## config.mk

```make
export PLATFORM = sky130hd
export DESIGN_NAME = Lcd
export DESIGN_NICKNAME = d
export VERILOG_FILES = /design/src/LcdPkg.sv /design/src/LcdLevelIf.sv /design/src/StrobeGenerator.sv /design/src/LcdPwm.sv /design/src/LcdScanner.sv /design/src/Lcd.sv
export SDC_FILE = /design/constraint.sdc
export NUM_CORES = 1
export LEC_CHECK = 0
export ABC_AREA = 1
export BUFFER_PORTS_ARGS = -buffer_cell sky130_fd_sc_hd__buf_2
export CAP_MARGIN = 20
export CELL_PAD_IN_SITES_DETAIL_PLACEMENT = 1
export CELL_PAD_IN_SITES_GLOBAL_PLACEMENT = 1
export CORE_MARGIN = 5
export CORE_UTILIZATION = 25
export CTS_CLUSTER_DIAMETER = 200
export DETAILED_ROUTE_END_ITERATION = 12
export GPL_TIMING_DRIVEN = 0
export PLACE_DENSITY_LB_ADDON = 0.1
export SYNTH_ARGS = -nofsm -noshare
export SYNTH_HDL_FRONTEND = slang
export SYNTH_SLANG_ARGS = --single-unit
```

## constraint.sdc

```tcl
create_clock -name Clock -period 2.2 [get_ports Clock]
set_clock_uncertainty 0.05 [all_clocks]
set_input_delay 0.44 -clock Clock [delete_from_list [all_inputs] [get_ports Clock]]
set_output_delay 0.44 -clock Clock [all_outputs]
set_load 0.01 [all_outputs]
```

## src/LcdPkg.sv

```systemverilog
// LCD driver package with scan states, glass pin map, bias levels and timing constants
`default_nettype none
package LcdPkg;

	// Glass geometry
	localparam int NumPins     = 36;         // Pins 1 to 36
	localparam int NumComs     = 4;          // 4-mux glass
	localparam int NumSegPins  = 32;         // All pins that are not COMs
	localparam int NumChars    = 8;          // Character 0 is rightmost
	localparam int BitmapWidth = 15;         // Segment order pnmlkjihgfedcba

	// PWM and timing
	localparam int PwmPhases          = 3;  // One phase per third of supply
	localparam int PwmPhaseWidth      = $clog2(PwmPhases);
	localparam int DefaultClockHz     = 10_000_000;
	localparam int DefaultChangeComUs = 10;

	// H states first, then the same COM order with inverted polarity
	typedef enum logic [2:0] {
		Com0H, Com1H, Com2H, Com3H,
		Com0L, Com1L, Com2L, Com3L
	} ScanState;

	typedef logic [1:0] BiasLevel;           // 0 = 0 V, 3 = full supply

	// Levels in H states; L states use the bitwise inverse (3 - level)
	localparam BiasLevel BiasComActiveH = 2'd3;
	localparam BiasLevel BiasComIdleH   = 2'd1;
	localparam BiasLevel BiasSegLitH    = 2'd0;
	localparam BiasLevel BiasSegDarkH   = 2'd2;

	// Glass pin of COM0 to COM3
	localparam int ComPins [NumComs] = '{19, 36, 18, 1};

	// Segment pins, list index s drives character s/4
	localparam int SegPins [NumSegPins] = '{
		 2,  3,  4,  5,  6,  7,  8,  9,
		10, 11, 12, 13, 14, 15, 16, 17,
		20, 21, 22, 23, 24, 25, 26, 27,
		28, 29, 30, 31, 32, 33, 34, 35
	};

	// Clocks per strobe period, 64-bit product to avoid overflow
	function automatic int StrobeCyclesOf(input int ClockHz, input int PeriodUs);
		return int'((longint'(ClockHz) * longint'(PeriodUs)) / 64'd1_000_000);
	endfunction

endpackage
`default_nettype wire

```

## src/LcdLevelIf.sv

```systemverilog
// Bundle of the four PWM bias level wires between the PWM generator and the scanner
`default_nettype none
interface LcdLevelIf;

	logic Level0;                            // 0 V, always low
	logic Level1;                            // 1/3 duty
	logic Level2;                            // 2/3 duty
	logic Level3;                            // Full supply, always high

	modport source (
		output Level0,
		output Level1,
		output Level2,
		output Level3
	);

	modport sink (
		input  Level0,
		input  Level1,
		input  Level2,
		input  Level3
	);

endinterface
`default_nettype wire

```

## src/StrobeGenerator.sv

```systemverilog
// Strobe generator giving a one-clock pulse every PeriodUs microseconds
`default_nettype none
module StrobeGenerator import LcdPkg::*; #(
	parameter int ClockHz  = DefaultClockHz,
	parameter int PeriodUs = DefaultChangeComUs
)(
	input  logic Clock,
	input  logic Reset,
	output logic Strobe_o
);

	localparam int StrobeCycles = StrobeCyclesOf(ClockHz, PeriodUs);
	localparam int CountWidth   = (StrobeCycles > 1) ? $clog2(StrobeCycles) : 1;

	logic [CountWidth-1:0] Count;            // Clocks left until next pulse
	logic                  CountZero;

	assign CountZero = (Count == '0);

	always_ff @(posedge Clock, negedge Reset) begin
		if (!Reset) begin
			Count    <= CountWidth'(StrobeCycles - 1); // First pulse S clocks after reset
			Strobe_o <= 1'b0;
		end else begin
			Strobe_o <= CountZero;               // Registered, so one clock wide
			if (CountZero)
				Count <= CountWidth'(StrobeCycles - 1); // Reload for next period
			else
				Count <= Count - 1'b1;
		end
	end

	initial begin
		if (StrobeCycles < 1)
			$error("Strobe period shorter than one clock");
	end

endmodule
`default_nettype wire

```

## src/LcdPwm.sv

```systemverilog
// Three-phase PWM generator for the 0, 1/3, 2/3 and full LCD bias levels
`default_nettype none
module LcdPwm import LcdPkg::*; (
	input  logic      Clock,
	input  logic      Reset,
	LcdLevelIf.source Levels_o
);

	logic [PwmPhaseWidth-1:0] Phase;         // Runs 0, 1, 2, 0 ...
	logic [PwmPhaseWidth-1:0] PhaseNext;
	logic                     Level1Q;
	logic                     Level2Q;

	always_comb begin
		if (Phase == PwmPhaseWidth'(PwmPhases - 1))
			PhaseNext = '0;                      // Wrap after last phase
		else
			PhaseNext = Phase + 1'b1;
	end

	// Level k is high during phases 0 to k-1
	// Registered from the next phase so the RC filters see clean edges
	always_ff @(posedge Clock, negedge Reset) begin
		if (!Reset) begin
			Phase   <= '0;
			Level1Q <= 1'b1;                     // Matches phase 0
			Level2Q <= 1'b1;
		end else begin
			Phase   <= PhaseNext;
			Level1Q <= (PhaseNext < PwmPhaseWidth'(1));
			Level2Q <= (PhaseNext < PwmPhaseWidth'(2));
		end
	end

	assign Levels_o.Level0 = 1'b0;          // 0/3 duty
	assign Levels_o.Level1 = Level1Q;       // 1/3 duty
	assign Levels_o.Level2 = Level2Q;       // 2/3 duty
	assign Levels_o.Level3 = 1'b1;          // 3/3 duty

endmodule
`default_nettype wire

```

## src/LcdScanner.sv

```systemverilog
// COM scan FSM with per-pin bias selection and PWM level mux onto the glass pins
`default_nettype none
module LcdScanner import LcdPkg::*; (
	input  logic                                   Clock,
	input  logic                                   Reset,
	input  logic                                   ChangeState_i,
	input  logic [NumChars-1:0][BitmapWidth-1:0] Bitmap_i,
	LcdLevelIf.sink                                Levels_i,
	output logic [NumPins:1]                       Pin_o
);

	ScanState    State;                      // Current COM and polarity
	logic [1:0]  ComIdx;                     // Active COM number
	logic        PolarityLow;                // L half of the frame
	logic [3:0]  LevelBus;                   // PWM wires indexed by bias level
	BiasLevel    PinLevel [NumPins:1];       // Bias wanted on each pin

	// FSM, one step per strobe, wraps from Com3L to Com0H
	always_ff @(posedge Clock, negedge Reset) begin
		if (!Reset)
			State <= Com0H;
		else if (ChangeState_i)
			State <= ScanState'(State + 3'd1);
	end

	assign ComIdx      = State[1:0];         // Low bits pick the COM
	assign PolarityLow = State[2];           // High bit picks H or L

	assign LevelBus = {
		Levels_i.Level3,
		Levels_i.Level2,
		Levels_i.Level1,
		Levels_i.Level0
	};

	// Bias rule
	// H: active COM 3, idle COM 1, lit SEG 0, dark SEG 2
	// L: every level inverted, so each pin averages to zero DC over a frame
	always_comb begin : BiasSelect
		logic [3:0] BitIdx;
		logic       Lit;
		BiasLevel   HLevel;

		PinLevel = '{default: BiasComIdleH}; // Every pin overwritten below
		BitIdx   = '0;
		Lit      = 1'b0;
		HLevel   = BiasComIdleH;

		// COM pins
		for (int c = 0; c < NumComs; c++) begin
			HLevel = (ComIdx == 2'(c)) ? BiasComActiveH : BiasComIdleH;
			PinLevel[ComPins[c]] = PolarityLow ? ~HLevel : HLevel;
		end

		// Segment pins, slot s of character s/4 shows bit 4*COM + s%4
		for (int s = 0; s < NumSegPins; s++) begin
			BitIdx = {ComIdx, 2'(s % 4)};
			if (BitIdx == 4'd15)
				Lit = 1'b0;                      // No bit 15, slot stays dark
			else
				Lit = Bitmap_i[s / 4][BitIdx];
			HLevel = Lit ? BiasSegLitH : BiasSegDarkH;
			PinLevel[SegPins[s]] = PolarityLow ? ~HLevel : HLevel;
		end
	end

	// Output mux, each pin follows the PWM wire of its level
	always_comb begin
		for (int n = 1; n <= NumPins; n++) begin
			Pin_o[n] = LevelBus[PinLevel[n]];
		end
	end

endmodule
`default_nettype wire

```

## src/Lcd.sv

```systemverilog
// Top level of the 4-mux 15-segment LCD driver with eight characters on 36 glass pins
`default_nettype none
module Lcd import LcdPkg::*; #(
	parameter int ClockHz     = DefaultClockHz,
	parameter int ChangeComUs = DefaultChangeComUs
)(
	input  logic                   Clock,
	input  logic                   Reset,

	// Leftmost character first, segment order pnmlkjihgfedcba
	input  logic [BitmapWidth-1:0] Bitmap7_i,
	input  logic [BitmapWidth-1:0] Bitmap6_i,
	input  logic [BitmapWidth-1:0] Bitmap5_i,
	input  logic [BitmapWidth-1:0] Bitmap4_i,
	input  logic [BitmapWidth-1:0] Bitmap3_i,
	input  logic [BitmapWidth-1:0] Bitmap2_i,
	input  logic [BitmapWidth-1:0] Bitmap1_i,
	input  logic [BitmapWidth-1:0] Bitmap0_i,

	// Each pin needs an external RC filter to smooth the PWM
	output logic [NumPins:1]       Pin_o
);

	logic ChangeState;                       // One clock per COM step

	LcdLevelIf Levels ();                    // Bias level wires

	StrobeGenerator #(
		.ClockHz  (ClockHz),
		.PeriodUs (ChangeComUs)
	) StrobeGen (
		.Clock    (Clock),
		.Reset    (Reset),
		.Strobe_o (ChangeState)
	);

	LcdPwm Pwm (
		.Clock    (Clock),
		.Reset    (Reset),
		.Levels_o (Levels)
	);

	LcdScanner Scanner (
		.Clock         (Clock),
		.Reset         (Reset),
		.ChangeState_i (ChangeState),
		.Bitmap_i      ({Bitmap7_i, Bitmap6_i, Bitmap5_i, Bitmap4_i,
		                 Bitmap3_i, Bitmap2_i, Bitmap1_i, Bitmap0_i}), // Char 0 at index 0
		.Levels_i      (Levels),
		.Pin_o         (Pin_o)
	);

endmodule
`default_nettype wire

```

==> reports/metrics.csv, run 1 <==
stage,metric,value,unit
cts,worst_skew_pair.late_latency,0.24,ns
setup_path,critical-path-top-delay-family,buffers and inverters,
cts,tritoncts_clock_tree,yes,
sta,setup_viol,0,
global_routing,grt_pass1_vias,3437,
power,clockPowerShare,0.285,
power,power.internal,547,µW
setup_path,critPathMostFrequentCell,buf_12,
die,die-area,11100,µm²
yosys,synth.area.top_cells,"nand2_1, nand3_1, dfrtp_1, inv_1, dfstp_2",
route,route.detailed.vias_per_inst,4.58,
die,start_util,0.259,
outcome,outcome,completed,
cts,cts_max_level,1,
final_layout,drive_gt1_frac,0.350,
sta,post-route-min-period,2.12,ns
final_layout,fin_nets,758,
power,power.switching_fraction,0.291,
cts,clkSlewWorstSetupHoldPaths,0.06,ns
flow_run,cap_viol_max_count,0,
route,detailedRoute.firstIterationViolations,80,
yosys,post-synth-top-area-fraction,0.416,
sta,timing_hold_violations_final,0,
place,place_area,3200,µm²
die,die-width,106,µm
power,pwr-share-seq,0.359,
die,rows,34,
setup_path,critical_path_cell_by_cell,inv_2 > buf_12 > buf_12 > ha_1 > o21ai_2 > o21ai_1 > inv_1 > buf_2,
yosys,yosysSeqAreaShare,0.168,
power,pwr_density_cell,218,nW/µm²
yosys,postSynthCellCount,458,
route,drtPass1Iterations,4,
die,ioPinCount,158,
yosys,syn_nets,586,
sta,setup_tns_final,0,ns
global_routing,first_pass_grt_wire_length,16200,µm
cts,clockBufferDepth,2,
sta,worstMarginPinSlew,0.332,ns
sta,setup_ws,0.0817,ns
power,comb_power_share,0.357,
yosys,synth.avg_cell_area,4.98,µm²
route,wirelength,10200,µm
global_routing,largest_net_degree_at_the_start_of_global_routing,16,
yosys,yosys_warnings,0,
yosys,yosys.cell_types.count,23,
yosys,synth.largest_area_cell,nand2_1,
setup_path,setup.worst_path.class,reg2out,
final_layout,postLayoutCellArea,3530,µm²
die,fp.dieH,106,µm
yosys,post_syn_area,2280,µm²
power,total_leakage_power,2.22,nW
power,irDropWorstVdd,0.233,mV
place,gp_routability_congestion,0.765,
setup_path,crit_path_max_incr_delay,0.44,ns
route,vias,3379,
sta,fmax,472,MHz
global_routing,grt-ovfl-total,0,
cts,tritoncts_buffers,3,
setup_path,startpoint_type,flop,
sta,rsz0062_at_grt,true,
place,io_buffer_count,157,
global_routing,groute.usage.overall,0.173,
sta,remaining_max_slew_budget_at_the_tightest_pin,0.779,
place,place_ws,-0.00916,ns
final_layout,insertedDiodeCount,0,
final_layout,fill_cells,1295,
cts,root_buffer,clkbuf_8,
setup_path,crit_slowest_cell,dfrtp_2,
sta,part_of_the_cycle_the_worst_path_needs,0.963,
setup_path,cp_data_required_time,1.71,ns
cts,clock_sink_count,15,
setup_path,worst_ep_arrival_time,1.63,ns
final_layout,areaGrowthSynthToFinish,54.9,%
setup_path,critical_path.max_fanout,11,
sta,timing.final.max_slew_violations,0,
power,total_switching_power,224,µW
die,design.core.area,8810,µm²
route,drc,0,
yosys,yosys_register_bits,15,
setup_path,cp_num_buf_inv,5,
setup_path,setup.worst_path.end_class,output port,
route,routed_wire_length_per_instance,13.8,µm
place,detailedPlacementHpwl,8390,µm
route,drt.antenna.violating_nets,0,
hold_path,hold_class,in2async,
global_routing,grt_antenna_before_repair,0,
-- metal layers --
layer  share of wire  vias up  GRT usage  wire length [µm]
met5               0        -          0                 0
met4          0.0068        0     0.0157                69
met3           0.053        6     0.0220               538
met2            0.51       88      0.323              5200
met1            0.43     1541      0.220              4350
li1                -     1744          -                 -
-- metrics by stage --
| stage | power (mW) | std cells | utilization | hold slack, ns |
|---|---|---|---|---|
| after floorplan | 0.393 | 458 | - | 0.0944 |
| after global placement | 0.549 | 723 | 0.364 | 0.307 |
| after detailed placement | 0.554 | 723 | 0.364 | 0.310 |
| after CTS | 0.784 | 731 | 0.381 | 0.0456 |
| after global routing | 0.837 | 737 | 0.401 | 0.0499 |
| final | 0.771 | 737 | 0.401 | 0.0362 |
-- registers in the layout, summed over array words and instances, names as in the netlist --
name	cells
StrobeGen.Count	7
Scanner.State	3
Pwm.Phase	2
Pwm.Levels_o.Level1	1
Pwm.Levels_o.Level2	1
StrobeGen.Strobe_o	1
-- placed cells by master, fill, tap and decap left out, drive strengths merged, types with 3 or more instances in the layout --
cell type / count
clkbuf: 12
dfstp: 6
nand2: 253
o21ai: 18
buf: 186
xor2: 3
inv: 51
nand3: 67
ha: 6
dfrtp: 9
a21oi: 3
nor2: 10
-- cells by family after synthesis --
logic type / Yosys count / share of synthesized area
AOI/OAI and AO/OA: 22 / 0.0505
xor gates and xnor gates: 4 / 0.0154
adders and majority gates: 6 / 0.0329
buffers and inverters: 79 / 0.146
DFF: 15 / 0.168
and+or+nand+nor: 332 / 0.587
-- power by group through the flow --
stage / Clock [mW] / Combinational [mW] / Sequential [mW]
2_1_floorplan: 0 / 0.112 / 0.281
3_3_place_gp: 0 / 0.268 / 0.281
3_5_place_dp: 0 / 0.273 / 0.281
4_1_cts: 0.232 / 0.275 / 0.276
5_1_grt: 0.249 / 0.312 / 0.276
6_report: 0.220 / 0.275 / 0.277
-- path summary, 6_finish.rpt --
check / slack (ns) / startpoint / cells past startpoint / end
max in group asynchronous: 1.77 / Reset / 1 / Pwm.Levels_o.Level2$_DFF_PN1_
max reg2reg: 0.75 / StrobeGen.Count[0]$_DFF_PN1_ / 4 / StrobeGen.Count[2]$_DFF_PN0_
min in group Clock: 0.38 / Pwm.Phase[0]$_DFF_PN0_ / 1 / Pwm.Phase[0]$_DFF_PN0_
min reg2reg: 0.38 / Pwm.Phase[0]$_DFF_PN0_ / 1 / Pwm.Phase[0]$_DFF_PN0_
min: 0.04 / Reset / 1 / StrobeGen.Count[2]$_DFF_PN0_
max: 0.08 / Scanner.State[0]$_DFFE_PN0P_ / 8 / Pin_o[18]
-- synthesized netlist by cell type --
cell,count
nand2_1,253
nand3_1,67
inv_1,48
o21ai_1,10
dfrtp_1,9
buf_2,8
clkbuf_1,8
nor2_1,8
o21ai_0,8
buf_4,7
dfstp_2,6
ha_1,6
buf_1,4
xor2_1,3
a21oi_1,2
clkinv_1,2
inv_2,2
nor2_2,2
a21oi_2,1
a31oi_1,1
nand4_1,1
or2_2,1
xnor2_1,1
-- area by class of cell --
type / instances / area (µm²) / area share
buffer: 26 / 251 / 0.0712
tap: 108 / 135 / 0.0382
multi-input combinational: 364 / 1620 / 0.458
inverter: 52 / 209 / 0.0591
clock buffer: 4 / 45.0 / 0.0127
timing repair buffer: 168 / 890 / 0.252
sequential: 15 / 384 / 0.109
-- repair_timing --
item | 4_1_cts | 5_1_grt
endpoints found under the setup margin | 36 | 36
pin swaps | 1 | 5
cloned | 0 | 0
hold buffers | 0 | 0
gates resized for setup | 29 | 42
buffers inserted | 5 | 6
(Power assumes the default switching activity.)
==> inputs of run 2 (changes only) <==
Settings changed: RECOVER_POWER from default to 50, SETUP_SLACK_MARGIN from default to 0.3.
==> run 2 against run 1 <==
Compared with the run above:
- sequential cell count unchanged
- sequential power about the same
- first-iteration DRC count increased by 33%
- die area unchanged
- cell area increased by 13%
- sequential share of layout area decreased by 1.2 points
- final cell count increased by 0.41%
- via count increased by 3.5%
- clock power about the same
- critical path type unchanged
- critical endpoint is now Pin_o[11]
==> reports/metrics.csv, run 2 (synthesis gave the netlist of run 1 again) <==
stage,metric,value,unit
sta,setup_ws,0.0642,ns
setup_path,cp_data_required_time,1.71,ns
global_routing,grt_antenna_before_repair,0,
final_layout,drive_gt1_frac,0.487,
cts,clock_sink_count,15,
route,drc,0,
power,total_leakage_power,2.34,nW
final_layout,fill_cells,1242,
setup_path,setup.worst_path.end_class,output port,
final_layout,biggest_regs,"StrobeGen.Count: 7 flops, Scanner.State: 3 flops, Pwm.Phase: 2 flops",
setup_path,setup.worst_path.class,reg2out,
sta,part_of_the_cycle_the_worst_path_needs,0.971,
final_layout,mostFrequentLayoutCells,"nand2_1, buf_2, nand2_2, inv_1, nand3_1",
sta,timing.final.max_slew_violations,0,
route,vias,3496,
cts,worst_skew_pair.late_latency,0.25,ns
final_layout,final_common_cell,nand2_1,
setup_path,reg2reg_setup_slack,0.74,ns
cts,tritoncts_clock_tree,yes,
setup_path,startpoint_type,flop,
global_routing,largest_net_degree_at_the_start_of_global_routing,16,
hold_path,hold_class,in2async,
die,die-width,106,µm
sta,setup_viol,0,
setup_path,critical_path.max_fanout,7,
route,wl_met1,4580,µm
final_layout,fin_cells,740,
route,wirelength,11000,µm
sta,remaining_max_slew_budget_at_the_tightest_pin,0.474,
sta,timing_hold_violations_final,0,
die,start_util,0.259,
place,detailedPlacementHpwl,8390,µm
final_layout,areaGrowthSynthToFinish,75.1,%
sta,rsz0062_at_grt,true,
power,irDropWorstVdd,0.232,mV
route,routed_wire_length_per_instance,14.9,µm
cts,cts_max_level,1,
die,design.core.area,8810,µm²
sta,worstMarginPinSlew,0.789,ns
sta,fmax,468,MHz
global_routing,grt_pass1_vias,3488,
setup_path,rr_startpoint,StrobeGen.Count[0]$_DFF_PN1_,
final_layout,fin_nets,761,
route,route.detailed.vias_per_inst,4.72,
route,drtPass1Iterations,4,
setup_path,r2r_cells,4,
sta,post-route-min-period,2.14,ns
global_routing,groute.usage.overall,0.175,
power,pwr_density_cell,202,nW/µm²
cts,clkSlewWorstSetupHoldPaths,0.06,ns
place,io_buffer_count,157,
route,highest_layer,met4,
cts,root_buffer,clkbuf_8,
die,die-area,11100,µm²
setup_path,worstSetupStartpoint,Scanner.State[0]$_DFFE_PN0P_,
place,place_ws,-0.00916,ns
sta,setup_tns_final,0,ns
route,drt.antenna.violating_nets,0,
setup_path,regToRegEndpoint,StrobeGen.Count[2]$_DFF_PN0_,
setup_path,worst_ep_arrival_time,1.65,ns
flow_run,cap_viol_max_count,0,
global_routing,grt-ovfl-total,0,
global_routing,first_pass_grt_wire_length,16400,µm
setup_path,worstSetupEndpoint,Pin_o[11],
cts,clockBufferDepth,2,
die,ioPinCount,158,
final_layout,insertedDiodeCount,0,
outcome,outcome,completed,
route,amount_of_wire_on_met2_after_detailed_routing,5760,µm
sta,final.hold.worst_slack,0.198,ns
final_layout,largest_register_ff_count,7,
final_layout,largest_register,StrobeGen.Count,
cts,tritoncts_buffers,3,
place,placed_cells_incl_taps,723,
die,rows,34,
die,fp.dieH,106,µm
place,gp_routability_congestion,0.765,
route,detailedRoute.firstIterationViolations,106,
route,route.met3.wl,576,µm
-- run 2: cell count changes in the layout (fill, tap and decap cells not counted), sizes merged --
cell	before	now
buf	186	182
clkbuf	12	19
clkinv	0	1
clkinvlp	1	0
-- run 2: how the worst min path moves through the flow --
stage / start / slack [ns] / endpoint
2_1_floorplan: Reset / 0.09 / Pwm.Phase[0]$_DFF_PN0_
3_3_place_gp: Reset / 0.31 / StrobeGen.Count[2]$_DFF_PN0_
3_5_place_dp: Reset / 0.31 / StrobeGen.Count[2]$_DFF_PN0_
4_1_cts: Reset / 0.05 / StrobeGen.Count[2]$_DFF_PN0_
5_1_grt: Reset / 0.26 / StrobeGen.Count[2]$_DFF_PN0_
6_report: Reset / 0.20 / StrobeGen.Count[2]$_DFF_PN0_
-- run 2: cell type report --
cell class | instances | area [µm²] | share of cell area
multi-input cells | 364 | 1920 | 0.481
plain buffers | 26 | 264 | 0.0661
well taps | 108 | 135 | 0.0338
flip-flops and latches | 15 | 385 | 0.0965
inverters | 52 | 204 | 0.0511
repair buffers | 171 | 1040 | 0.260
clock buffers | 4 | 45.0 | 0.0113
-- run 2: worst max-delay path, cell delays in order, from the launching register on --
cell and delay [ns]:
dfrtp_2 0.47, inv_2 0.11, buf_12 0.16, clkbuf_16 0.16, nand2_2 0.05, nand3_2 0.06
nand2_2 0.06, o21ai_1 0.13, inv_1 0.07, buf_2 0.14
-- run 2: where the power goes --
part	internal (mW)	leakage [nW]	switching (mW)
sequential	0.276	0.171	0
clock	0.128	0.0228	0.0944
combinational	0.156	2.15	0.152
-- run 2: layer usage --
metal  global-route usage  up-vias
li1                     -     1748
met1                0.220     1647
met2                0.330       95
met3               0.0220        6
met4               0.0194        0
met5                    0        -
-- run 2: what timing repair did --
| action | 4_1_cts | 5_1_grt |
|---|---|---|
| pin swaps | 4 | 44 |
| resized for setup | 54 | 118 |
| cloned | 1 | 3 |
| hold buffers | 0 | 0 |
| setup endpoints to repair | 36 | 36 |
| setup buffers | 10 | 0 |
-- run 2: metrics by stage --
| stage | util | area [µm²] | power [mW] |
|---|---|---|---|
| after CTS | 0.397 | 3490 | 0.784 |
| after global placement | 0.364 | 3200 | 0.549 |
| after global routing | 0.454 | 3990 | 0.867 |
| after floorplan | - | 2280 | 0.393 |
| final | 0.454 | 3990 | 0.806 |
| after detailed placement | 0.364 | 3200 | 0.554 |
